## src/rtl/cpu_config.svh

```systemverilog
`ifndef CPU_CONFIG_SVH
`define CPU_CONFIG_SVH

// datapath and address width
`define CPU_XLEN 16

// general registers r0..r7
`define CPU_NREGS 8

// pc held here during reset, so first fetch is word 0
`define CPU_RESET_PC 16'hffff

// memory opcodes inside the 0110? group
`define CPU_OP_LOAD 5'b01100
`define CPU_OP_STORE 5'b01101

// branch cond that selects register or long branch
`define CPU_CC_LONG 4'b1111

`endif

```

## src/rtl/cpu_pkg.sv

```systemverilog
`include "cpu_config.svh"
`default_nettype none

package cpu_pkg;

    typedef logic [`CPU_XLEN-1:0] word_t;
    typedef logic [$clog2(`CPU_NREGS)-1:0] reg_idx_t;

    // alu / load / store layout
    typedef struct packed {
        logic [4:0] op;          // 00??? and 010?? alu, 0110? mem
        reg_idx_t   rd;
        reg_idx_t   ra;
        logic [1:0] mode;        // 0? imm4, 10 reg, 11 zero or next word
        reg_idx_t   rb;          // bit 2 picks next word when mode is 11
    } alu_fmt_t;

    // branch layout
    typedef struct packed {
        logic [1:0] br_class;    // 10 for every branch
        logic [3:0] cond;
        logic [9:0] offset10;    // low 3 bits double as target reg
    } br_fmt_t;

    // one instruction word, two views
    typedef union packed {
        alu_fmt_t alu;
        br_fmt_t  br;
    } instr_u;

    typedef struct packed {
        logic n;
        logic z;
        logic c;                 // carry, or no-borrow on subtract
        logic v;
    } cc_t;

    // low four opcode bits map straight onto this
    typedef enum logic [3:0] {
        ALU_ADD = 4'd0,
        ALU_ADC = 4'd1,
        ALU_SUB = 4'd2,
        ALU_SBC = 4'd3,
        ALU_AND = 4'd4,
        ALU_OR  = 4'd5,
        ALU_XOR = 4'd6,
        ALU_MOV = 4'd7,
        ALU_NOT = 4'd8,
        ALU_LSL = 4'd9,
        ALU_LSR = 4'd10,
        ALU_ASR = 4'd11
    } alu_op_e;

    typedef enum logic [1:0] {
        DS_DECODE,
        DS_IMM_WAIT,             // grabbing the word after the instruction
        DS_LOAD_WAIT,            // read data arrives this cycle
        DS_BRANCH_DELAY          // drop the word already fetched
    } dstate_e;

endpackage

`default_nettype wire

```

## src/rtl/alu.sv

```systemverilog
`include "cpu_config.svh"
`default_nettype none

module alu import cpu_pkg::*; (
    input  alu_op_e op,
    input  word_t   a,
    input  word_t   b,
    input  cc_t     cc_in,
    output word_t   result,
    output cc_t     cc_out
);

    localparam int SHW = $clog2(`CPU_XLEN);     // shift amount bits

    logic              arith;
    logic              cin;
    word_t             b_eff;        // b, or ~b on subtract
    logic [`CPU_XLEN:0] sum;         // extra bit is carry out

    always_comb begin
        arith = op inside {ALU_ADD, ALU_ADC, ALU_SUB, ALU_SBC};
        b_eff = (op inside {ALU_SUB, ALU_SBC}) ? ~b : b;
        case (op)
            ALU_ADC, ALU_SBC: cin = cc_in.c;   // sbc: a - b - !c
            ALU_SUB:          cin = 1'b1;
            default:          cin = 1'b0;
        endcase
        sum = {1'b0, a} + {1'b0, b_eff} + {{`CPU_XLEN{1'b0}}, cin};
    end

    always_comb begin
        case (op)
            ALU_ADD, ALU_ADC,
            ALU_SUB, ALU_SBC: result = sum[`CPU_XLEN-1:0];
            ALU_AND:          result = a & b;
            ALU_OR:           result = a | b;
            ALU_XOR:          result = a ^ b;
            ALU_MOV:          result = b;
            ALU_NOT:          result = ~b;
            ALU_LSL:          result = a << b[SHW-1:0];
            ALU_LSR:          result = a >> b[SHW-1:0];
            ALU_ASR:          result = $unsigned($signed(a) >>> b[SHW-1:0]);
            default:          result = '0;     // 12..15 not decodable
        endcase
    end

    always_comb begin
        cc_out   = cc_in;
        cc_out.n = result[`CPU_XLEN-1];
        cc_out.z = result == '0;
        if (arith) begin
            cc_out.c = sum[`CPU_XLEN];
            // same-sign inputs, different-sign output
            cc_out.v = (a[`CPU_XLEN-1] == b_eff[`CPU_XLEN-1]) &&
                       (sum[`CPU_XLEN-1] != a[`CPU_XLEN-1]);
        end
    end

endmodule

`default_nettype wire

```

## src/rtl/cpu_top.sv

```systemverilog
`include "cpu_config.svh"
`default_nettype none

module cpu_top (
    input  logic                 clk,
    input  logic                 rst,
    output logic [`CPU_XLEN-1:0] iaddr,
    input  logic [`CPU_XLEN-1:0] idata,
    output logic [`CPU_XLEN-1:0] raddr,
    output logic                 re,
    input  logic [`CPU_XLEN-1:0] rdata,
    output logic [`CPU_XLEN-1:0] waddr,
    output logic [`CPU_XLEN-1:0] wdata,
    output logic                 we
);

    // fetch <-> control
    logic                           take_branch;
    logic                           stall;
    logic [`CPU_XLEN-1:0]           branch_target;
    logic [`CPU_XLEN-1:0]           pc;

    // register file
    logic [$clog2(`CPU_NREGS)-1:0]  rd_addr;
    logic [$clog2(`CPU_NREGS)-1:0]  ra_addr;
    logic [$clog2(`CPU_NREGS)-1:0]  rb_addr;
    logic [`CPU_XLEN-1:0]           ra_data;
    logic [`CPU_XLEN-1:0]           rb_data;
    logic [`CPU_XLEN-1:0]           rd_data;
    logic                           wr_en;
    logic [`CPU_XLEN-1:0]           wr_data;

    // alu
    cpu_pkg::alu_op_e               alu_op;
    logic [`CPU_XLEN-1:0]           op_a;
    logic [`CPU_XLEN-1:0]           op_b;
    logic [`CPU_XLEN-1:0]           alu_result;
    cpu_pkg::cc_t                   alu_cc;
    cpu_pkg::cc_t                   cc;           // flags fed back to the alu

    fetch_unit u_fetch (
        .clk           (clk),
        .rst           (rst),
        .take_branch   (take_branch),
        .branch_target (branch_target),
        .stall         (stall),
        .pc            (pc),
        .iaddr         (iaddr)
    );

    decode_ctrl u_ctrl (
        .clk           (clk),
        .rst           (rst),
        .idata         (idata),
        .pc            (pc),
        .rd_addr       (rd_addr),
        .ra_addr       (ra_addr),
        .rb_addr       (rb_addr),
        .ra_data       (ra_data),
        .rb_data       (rb_data),
        .rd_data       (rd_data),
        .wr_en         (wr_en),
        .wr_data       (wr_data),
        .alu_op        (alu_op),
        .op_a          (op_a),
        .op_b          (op_b),
        .alu_result    (alu_result),
        .alu_cc        (alu_cc),
        .cc            (cc),
        .take_branch   (take_branch),
        .branch_target (branch_target),
        .stall         (stall),
        .raddr         (raddr),
        .re            (re),
        .rdata         (rdata),
        .waddr         (waddr),
        .wdata         (wdata),
        .we            (we)
    );

    // writes always land in rd
    reg_file u_regs (
        .clk     (clk),
        .rst     (rst),
        .ra_addr (ra_addr),
        .rb_addr (rb_addr),
        .rd_addr (rd_addr),
        .ra_data (ra_data),
        .rb_data (rb_data),
        .rd_data (rd_data),
        .wr_en   (wr_en),
        .wr_addr (rd_addr),
        .wr_data (wr_data)
    );

    alu u_alu (
        .op     (alu_op),
        .a      (op_a),
        .b      (op_b),
        .cc_in  (cc),
        .result (alu_result),
        .cc_out (alu_cc)
    );

endmodule

`default_nettype wire

```

## src/rtl/decode_ctrl.sv

```systemverilog
`include "cpu_config.svh"
`default_nettype none

module decode_ctrl import cpu_pkg::*; (
    input  logic     clk,
    input  logic     rst,
    input  word_t    idata,
    input  word_t    pc,             // one past the word in ir
    output reg_idx_t rd_addr,
    output reg_idx_t ra_addr,
    output reg_idx_t rb_addr,
    input  word_t    ra_data,
    input  word_t    rb_data,
    input  word_t    rd_data,
    output logic     wr_en,
    output word_t    wr_data,
    output alu_op_e  alu_op,
    output word_t    op_a,
    output word_t    op_b,
    input  word_t    alu_result,
    input  cc_t      alu_cc,
    output cc_t      cc,             // flags register
    output logic     take_branch,
    output word_t    branch_target,
    output logic     stall,
    output word_t    raddr,
    output logic     re,
    input  word_t    rdata,
    output word_t    waddr,
    output word_t    wdata,
    output logic     we
);

    instr_u  ir;
    instr_u  ir_next;
    word_t   imm_q;                  // word that followed the instruction
    logic    imm_load;
    cc_t     cc_next;
    dstate_e state;
    dstate_e state_next;
    logic    boot;                   // first cycle out of reset

    word_t   imm4_sx;
    word_t   off10_sx;
    logic    is_branch;
    logic    is_alu;
    logic    is_mem;
    logic    need_imm;
    logic    cond_true;

    assign rd_addr  = ir.alu.rd;
    assign ra_addr  = ir.alu.ra;
    assign rb_addr  = ir.alu.rb;     // same bits as the register-branch target
    assign imm4_sx  = {{(`CPU_XLEN-4){ir[3]}}, ir[3:0]};
    assign off10_sx = {{(`CPU_XLEN-10){ir.br.offset10[9]}}, ir.br.offset10};

    assign is_branch = ir.br.br_class == 2'b10;
    assign is_alu    = ir.alu.op[4:3] == 2'b00 || ir.alu.op[4:2] == 3'b010;
    assign is_mem    = ir.alu.op == `CPU_OP_LOAD || ir.alu.op == `CPU_OP_STORE;
    assign need_imm  = ir.alu.mode == 2'b11 && ir[2];

    // address is always ra + operand b through the alu
    assign op_a  = ra_data;
    assign raddr = alu_result;
    assign waddr = alu_result;
    assign wdata = rd_data;

    // second operand
    always_comb begin
        case (ir.alu.mode)
            2'b10:   op_b = rb_data;
            2'b11:   op_b = ir[2] ? imm_q : '0;   // long word or zero
            default: op_b = imm4_sx;
        endcase
    end

    always_comb begin
        case (ir.br.cond)
            4'h0:    cond_true = cc.z;                      // eq
            4'h1:    cond_true = !cc.z;                     // ne
            4'h2:    cond_true = cc.c;                      // cs
            4'h3:    cond_true = !cc.c;                     // cc
            4'h4:    cond_true = cc.n;                      // mi
            4'h5:    cond_true = !cc.n;                     // pl
            4'h6:    cond_true = cc.v;                      // vs
            4'h7:    cond_true = !cc.v;                     // vc
            4'h8:    cond_true = cc.c && !cc.z;             // hi
            4'h9:    cond_true = !cc.c || cc.z;             // ls
            4'ha:    cond_true = cc.n == cc.v;              // ge
            4'hb:    cond_true = cc.n != cc.v;              // lt
            4'hc:    cond_true = !cc.z && (cc.n == cc.v);   // gt
            4'hd:    cond_true = cc.z || (cc.n != cc.v);    // le
            4'he:    cond_true = 1'b1;                      // al
            default: cond_true = 1'b0;                      // long form, handled apart
        endcase
    end

    always_comb begin
        state_next    = state;
        ir_next       = idata;       // normally take the fetched word
        imm_load      = 1'b0;
        cc_next       = cc;
        alu_op        = ALU_ADD;
        take_branch   = 1'b0;
        branch_target = pc + off10_sx;
        stall         = 1'b0;
        wr_en         = 1'b0;
        wr_data       = alu_result;
        re            = 1'b0;
        we            = 1'b0;

        if (state == DS_BRANCH_DELAY) begin
            // two dead cycles after reset, one after a branch
            state_next = boot ? DS_BRANCH_DELAY : DS_DECODE;
        end else if (is_branch) begin
            if (ir.br.cond != `CPU_CC_LONG) begin
                take_branch = cond_true;
            end else if (ir[2:0] != 3'd0) begin
                take_branch   = 1'b1;
                branch_target = rb_data;
            end else if (state == DS_DECODE) begin
                state_next = DS_IMM_WAIT;     // offset is the next word
                ir_next    = ir;
                imm_load   = 1'b1;
            end else begin
                take_branch   = 1'b1;
                branch_target = pc + imm_q;
            end
            if (take_branch) begin
                state_next = DS_BRANCH_DELAY;
            end
        end else if (need_imm && state == DS_DECODE && (is_alu || is_mem)) begin
            state_next = DS_IMM_WAIT;
            ir_next    = ir;
            imm_load   = 1'b1;
        end else if (is_alu) begin
            alu_op     = alu_op_e'(ir.alu.op[3:0]);
            state_next = DS_DECODE;
            wr_en      = 1'b1;
            cc_next    = alu_cc;
        end else if (ir.alu.op == `CPU_OP_LOAD) begin
            if (state == DS_LOAD_WAIT) begin
                state_next = DS_DECODE;
                wr_en      = 1'b1;
                wr_data    = rdata;
            end else begin
                re         = 1'b1;
                stall      = 1'b1;           // hold fetch, next word comes again
                ir_next    = ir;
                state_next = DS_LOAD_WAIT;
            end
        end else if (ir.alu.op == `CPU_OP_STORE) begin
            we         = 1'b1;
            state_next = DS_DECODE;
        end
        // push/pop and 11??? fall through as no-ops
    end

    always_ff @(posedge clk) begin
        if (rst) begin
            state <= DS_BRANCH_DELAY;
            boot  <= 1'b1;
            ir    <= '0;
            cc    <= '0;
        end else begin
            state <= state_next;
            boot  <= 1'b0;
            ir    <= ir_next;
            cc    <= cc_next;
        end
    end

    always_ff @(posedge clk) begin
        if (imm_load) begin
            imm_q <= idata;
        end
    end

endmodule

`default_nettype wire

```

## src/rtl/fetch_unit.sv

```systemverilog
`include "cpu_config.svh"
`default_nettype none

module fetch_unit import cpu_pkg::*; (
    input  logic  clk,
    input  logic  rst,
    input  logic  take_branch,
    input  word_t branch_target,
    input  logic  stall,
    output word_t pc,            // address of the word being fetched now
    output word_t iaddr
);

    word_t pc_next;

    always_comb begin
        if (stall) begin
            pc_next = pc;                   // refetch same word
        end else if (take_branch) begin
            pc_next = branch_target;
        end else begin
            pc_next = pc + word_t'(1);      // sequential
        end
    end

    // memory sees the new address in the same cycle
    assign iaddr = pc_next;

    always_ff @(posedge clk) begin
        if (rst) begin
            pc <= `CPU_RESET_PC;
        end else begin
            pc <= pc_next;
        end
    end

endmodule

`default_nettype wire

```

## src/rtl/reg_file.sv

```systemverilog
`include "cpu_config.svh"
`default_nettype none

module reg_file import cpu_pkg::*; (
    input  logic     clk,
    input  logic     rst,
    input  reg_idx_t ra_addr,
    input  reg_idx_t rb_addr,
    input  reg_idx_t rd_addr,
    output word_t    ra_data,
    output word_t    rb_data,
    output word_t    rd_data,        // store data
    input  logic     wr_en,
    input  reg_idx_t wr_addr,
    input  word_t    wr_data
);

    word_t regs [`CPU_NREGS];

    // async reads, no bypass of the pending write
    assign ra_data = regs[ra_addr];
    assign rb_data = regs[rb_addr];
    assign rd_data = regs[rd_addr];

    always_ff @(posedge clk) begin
        if (rst) begin
            for (int i = 0; i < `CPU_NREGS; i++) begin
                regs[i] <= '0;
            end
        end else if (wr_en) begin
            regs[wr_addr] <= wr_data;
        end
    end

endmodule

`default_nettype wire

```

## config.mk

```make
export PLATFORM = sky130hd
export DESIGN_NAME = cpu_top
export DESIGN_NICKNAME = d
export VERILOG_FILES = /design/src/rtl/cpu_pkg.sv /design/src/rtl/alu.sv /design/src/rtl/cpu_top.sv /design/src/rtl/decode_ctrl.sv /design/src/rtl/fetch_unit.sv /design/src/rtl/reg_file.sv
export VERILOG_INCLUDE_DIRS = /design/src /design/src/rtl
export SDC_FILE = /design/constraint.sdc
export NUM_CORES = 1
export LEC_CHECK = 0
export CAP_MARGIN = 20
export CORE_MARGIN = 1
export CORE_UTILIZATION = 50
export CTS_CLUSTER_SIZE = 40
export DETAILED_ROUTE_END_ITERATION = 8
export DONT_BUFFER_PORTS = 1
export GPL_ROUTABILITY_DRIVEN = 1
export GPL_TIMING_DRIVEN = 0
export HOLD_SLACK_MARGIN = 0.03
export PLACE_DENSITY = 0.68
export SKIP_LAST_GASP = 1
export SLEW_MARGIN = 20
export SYNTH_ARGS = -nofsm -noshare
export SYNTH_HDL_FRONTEND = slang
export SYNTH_SLANG_ARGS = --single-unit
```

## constraint.sdc

```tcl
create_clock -name clk -period 7.3 [get_ports clk]
set_input_delay 2.19 -clock clk [delete_from_list [all_inputs] [get_ports clk]]
set_output_delay 2.19 -clock clk [all_outputs]
set_load 0.02 [all_outputs]
```

# Yosys cells after proc, flatten, opt, wreduce, memory -nomap -nowiden
# Memories as Yosys holds them, arrays and structs flattened. A register that Yosys moved wholly into a read port is not among the register bits.
# Cells that the tools add are included.
[word_totals] ff_bits=55 latch_bits=0 mem_bits_rw=128 mem_bits_ro=0 in_bits=34 out_inout_bits=66 mem_count=1
[op_classes] n_addsub=5 mul=0 div=0 n_lt_le_gt_ge=0 n_eq_ne=44 n_shift=3 n_mux=89 n_bitwise=7 reduce_logical=31
[memory_table] name="u_regs.regs" words=8 word_bits=16 read_ports=3 rd_ports_with_merged_regs=3 write_ports=8 line="reg_file.sv:18" rtl="word_t regs [`CPU_NREGS];"
[ops] operator="$mux 16" n=25
[ops] operator="$pmux 16 s9" n=1
[ops] operator="$eq 4x4->1 const B" n=11
[ops] operator="$mux 1" n=37
[ops] operator="$add 16x16->16" n=2
[ops] operator="$eq 4x3->1 const B" n=8
[ops] operator="$pmux 16 s2" n=1
[ops] operator="$mux 2" n=12
[ops] operator="$mux 3" n=7
[ops] operator="$add 16x16->17" n=1
[ops] operator="$add 17x1->17" n=1
[ops] operator="$add 16x1->16 const B" n=1
[ops] operator="$and 16x16->16" n=1
[ops] operator="$eq 4x2->1 const B" n=4
[ops] operator="$logic_not 16->1" n=1
[ops] operator="$mux 4" n=4
[ops] operator="$ne 4x4->1 const B" n=4
[ops] operator="$not 16->16" n=1
[ops] operator="$or 16x16->16" n=1
[ops] operator="$reduce_or 16->1" n=1
[ops] operator="$shl 16x4->16" n=1
[ops] operator="$shr 16x4->16" n=1
[ops] operator="$sshr 16x4->16" n=1
[ops] operator="$xor 16x16->16" n=1
[ops] operator="other kinds (26)" n=51

# Logic depth before layout (Yosys ltp)
[logic_depth] word_depth=20 ltp_mapped=23 depth_no_buf=19

# Modules after synthesis
# From an unflattened synthesis, not the netlist that was laid out.
[hier_totals] cells_unflattened=1676 area_unflattened_um2=17405.4
[by_module_without_submodules] module="reg_file" n_inst=1 cells_per_inst=487 area_each_um2=8020.2 seq_area_each_um2=3843.7
[by_module_without_submodules] module="decode_ctrl" n_inst=1 cells_per_inst=522 area_each_um2=4317.9 seq_area_each_um2=940.9
[by_module_without_submodules] module="alu" n_inst=1 cells_per_inst=522 area_each_um2=3961.3 seq_area_each_um2=0.0
[by_module_without_submodules] module="fetch_unit" n_inst=1 cells_per_inst=145 area_each_um2=1106.1 seq_area_each_um2=320.3

# Worst setup path after synthesis
# Ideal clock, no wire load.
[synth_path] path_kind="reg2out" startpoint="reg with a tool-made name" endpoint="out waddr[9]" arrival_ps=4912 t_required_ps=5110 setup_slack_ps=198 path_stages_with_launch=20 path_buffers=7 path_cell_list="dfxtp_1 > buf_6 > buf_4 > mux2i_1 > mux4_2 > o21ai_1 > buf_2 > buf_2 > buf_2 > buf_2 > xnor2_1 > ha_1 > a211o_1 > a211oi_1 > o21a_1 > o21bai_1 > xor2_1 > a2111o_1 > or4_4 > buf_4"
[synth_rtl] element="end, declared" line="cpu_top.sv:12" rtl="output logic [`CPU_XLEN-1:0] waddr,"

==> results.toml <==
[status]
status = "completed"

[timing]
hold_violations = 0
setup-tns-final_ns = 0
max_freq_mhz = 137
maxSlewHeadroom_pct = 21.6
rsz0062_at_grt = "yes"
clock_skew_ns = 0.0121
finalCriticalPeriod_ns = 7.28
finalMaxSlewViolations = 0
fin_crit_sh_pct = 99.8
finalSetupViolCount = 0
tightest_slew_ns = 1.18

[logic_synthesis]
synth_edf_count = 144
ys_ff_latch = 192
synthArstFlopShare_pct = 0
yosys.cell_types.count = 85
synth_area_um2 = 16300
yosys_warnings = 0
syn_nets = 1775
yosysTopAreaCell = "edfxtp_1"
netlist_instances = 1658
avgSynthCellArea_um2 = 9.80
synth_area_leaders = "edfxtp_1 (27%), mux4_2 (12%), mux2i_1 (7.8%)"
seq_area_frac_synth_pct = 32.5
synthFlopType = "edfxtp_1"
synth_top_area_share_pct = 26.6

[finish]
diodes = 0
drive_above_1_share_pct = 19.8
fin_cells = 2156
nets = 1825
synthToLayoutAreaGrowth_pct = 12.7

[run]
cap_violations = 0

[floorplanning]
die_w_um = 182
dieArea_um2 = 33200
die_h_um = 182
start_util_pct = 51.1
pin_count = 100
core_um2 = 31800
std_cell_rows = 65

[global_route]
grt_pass1_wl_um = 92500
overflow = 0
grt_max_degree = 19
antenna_found_initial = 1
grt_pass1_vias = 14200
grt_usage_pct = 38.4

[clock_tree]
cts-buffers-inserted = 17
clkTransAtPathRegs_ns = 0.08
cts_buffer_depth = 2
cts_tree = "done"
clock_latency_ns = 0.47
cts_root_buf = "clkbuf_16"
hold_buffers = 0
clock_sinks = 192
htree_levels = 4

[routing]
dr.pass1.iters = 5
drt_wl_total_um = 63500
via_per_inst = 6.89
drc = 0
ant_nets = 0
vias = 14900
drt_iter0_markers = 2056
wl_per_cell_um = 29.4

[critical_path]
arrival_ns = 5.09
critPathCaptureType = "output pin"
cp-start-kind = "register"
crit_type = "register to output pin"
cp_data_required_time_ns = 5.11
worstPathMaxFanout = 5

[power_and_ir_drop]
leakage_nw = 6.86
p_per_area_nw_per_um2 = 235
ir_drop_mv = 0.233

[placed_design]
hpwl_um = 47200
placed_cells = 2095
gp_congestion = 1.03
port_buffers = 0

[worst_hold_path]
hp-class = "register to register"
[final cells by class]
| type | count | area (um^2) |
|---|---|---|
| sequential | 192 | 5290 |
| clock buffer | 20 | 457 |
| clock inverter | 12 | 143 |
| fill | 2793 | 13500 |
| multi-input combinational | 1285 | 10600 |
| inverter | 58 | 220 |
| buffer | 112 | 712 |
| tap | 435 | 544 |
| timing repair buffer | 42 | 340 |
[final timing paths]
kind              cells after the start    startpoint  slack, ns            to
hold reg to reg                       2  u_ctrl.cc[3]       0.56  u_ctrl.cc[3]
hold / removal                        2  u_ctrl.cc[3]       0.56  u_ctrl.cc[3]
setup / recovery                     19      register       0.02     raddr[15]
setup reg to reg                     19      register       1.54  u_ctrl.cc[2]
[where the power goes]
group	internal [mW]	leakage (nW)	switching, mW
Clock	0.503	0.289	0.470
Sequential	1.24	1.87	0.0879
Combinational	0.729	4.70	1.28
Total	2.48	6.86	1.83
[layer usage]
metal,track usage [%],routed length (um),share of wire (%)
met3,10.1,6930,11
met1,49.3,24300,38
met5,0,0,0
met4,18.4,3220,5.1
met2,60.4,29000,46
[worst max-delay path, stage by stage, from the launching register on]
cell and delay, ns:
dfxtp_4 0.39, buf_12 0.13, buf_12 0.13, buf_4 0.11, buf_4 0.15, mux4_2 0.50, mux2i_1 0.47, o21ai_1 0.32
xnor2_1 0.21, ha_1 0.40, nand2_1 0.08, a21o_1 0.15, a211o_1 0.26, a31oi_1 0.27, a21o_1 0.22, a21oi_2 0.09
xor2_1 0.15, o211ai_1 0.19, buf_4 0.23, buf_4 0.17
[synth_stat cells, types with 20 or more instances]
library cell	instances
mux2_2	39
or2_2	21
mux4_2	90
nor2_1	226
mux2i_1	126
edfxtp_1	144
dfxtp_1	48
a211oi_1	21
o22ai_1	20
nand3_1	35
buf_1	21
ha_1	79
nor2b_1	25
a21oi_1	83
o21ai_0	55
o211ai_1	21
nand2_1	98
inv_1	52
clkbuf_1	73
xnor2_1	33
nor3_1	36
[kinds of logic after synthesis]
logic type	synth area share (%)
compound gates	15.4
xor+xnor	2.53
fa+ha+maj	6.58
buf+inv	4.77
flops	32.5
mux	23.1
simple gates	15.1
[state kept, by name, indices dropped and copies added (netlist names), named ones only]
register	count
u_fetch.pc	16
u_ctrl.cc	4
u_ctrl.boot	1
u_ctrl.state	2
u_ctrl.imm_q	16
u_ctrl.ir	16
u_regs.regs	128
[layout by cell type (no fill, tap or decap), drive strengths merged, types with 10 or more instances in the layout]
cell,count
nor2,226
edfxtp,144
mux2i,127
nand2,98
mux4,90
buf,89
clkbuf,84
a21oi,83
ha,79
o21ai,68
inv,63
dfxtp,48
mux2,40
nor3,36
nand3,35
xnor2,33
nor2b,25
or2,21
o211ai,21
a211oi,21
o22ai,20
o21a,17
nand2b,17
a31oi,16
a21o,14
xor2,14
or3,11
a22oi,10
o31ai,10
[through the flow]
step | cell area, um^2 | util (%) | total power [mW] | setup WS [ns] | hold slack (ns)
global route | 18300 | 57.6 | 4.47 | -0.114 | 0.570
CTS | 18100 | 56.8 | 4.22 | 0.00360 | 0.538
floorplan | 16300 | - | 2.64 | 0.198 | 0.486
global placement | 16800 | 52.8 | 3.13 | -2.18 | 0.521
finish | 18300 | 57.6 | 4.31 | 0.0168 | 0.555
detailed placement | 16900 | 53.0 | 3.17 | -1.85 | 0.530
[repair_timing]
item                       CTS  global route
setup buffers               23            15
setup endpoints to repair   73            17
gates cloned                 0             1
pin swaps                   25            27
gates resized for setup    120            34
Note: power is estimated with default switching activity, not from simulation.
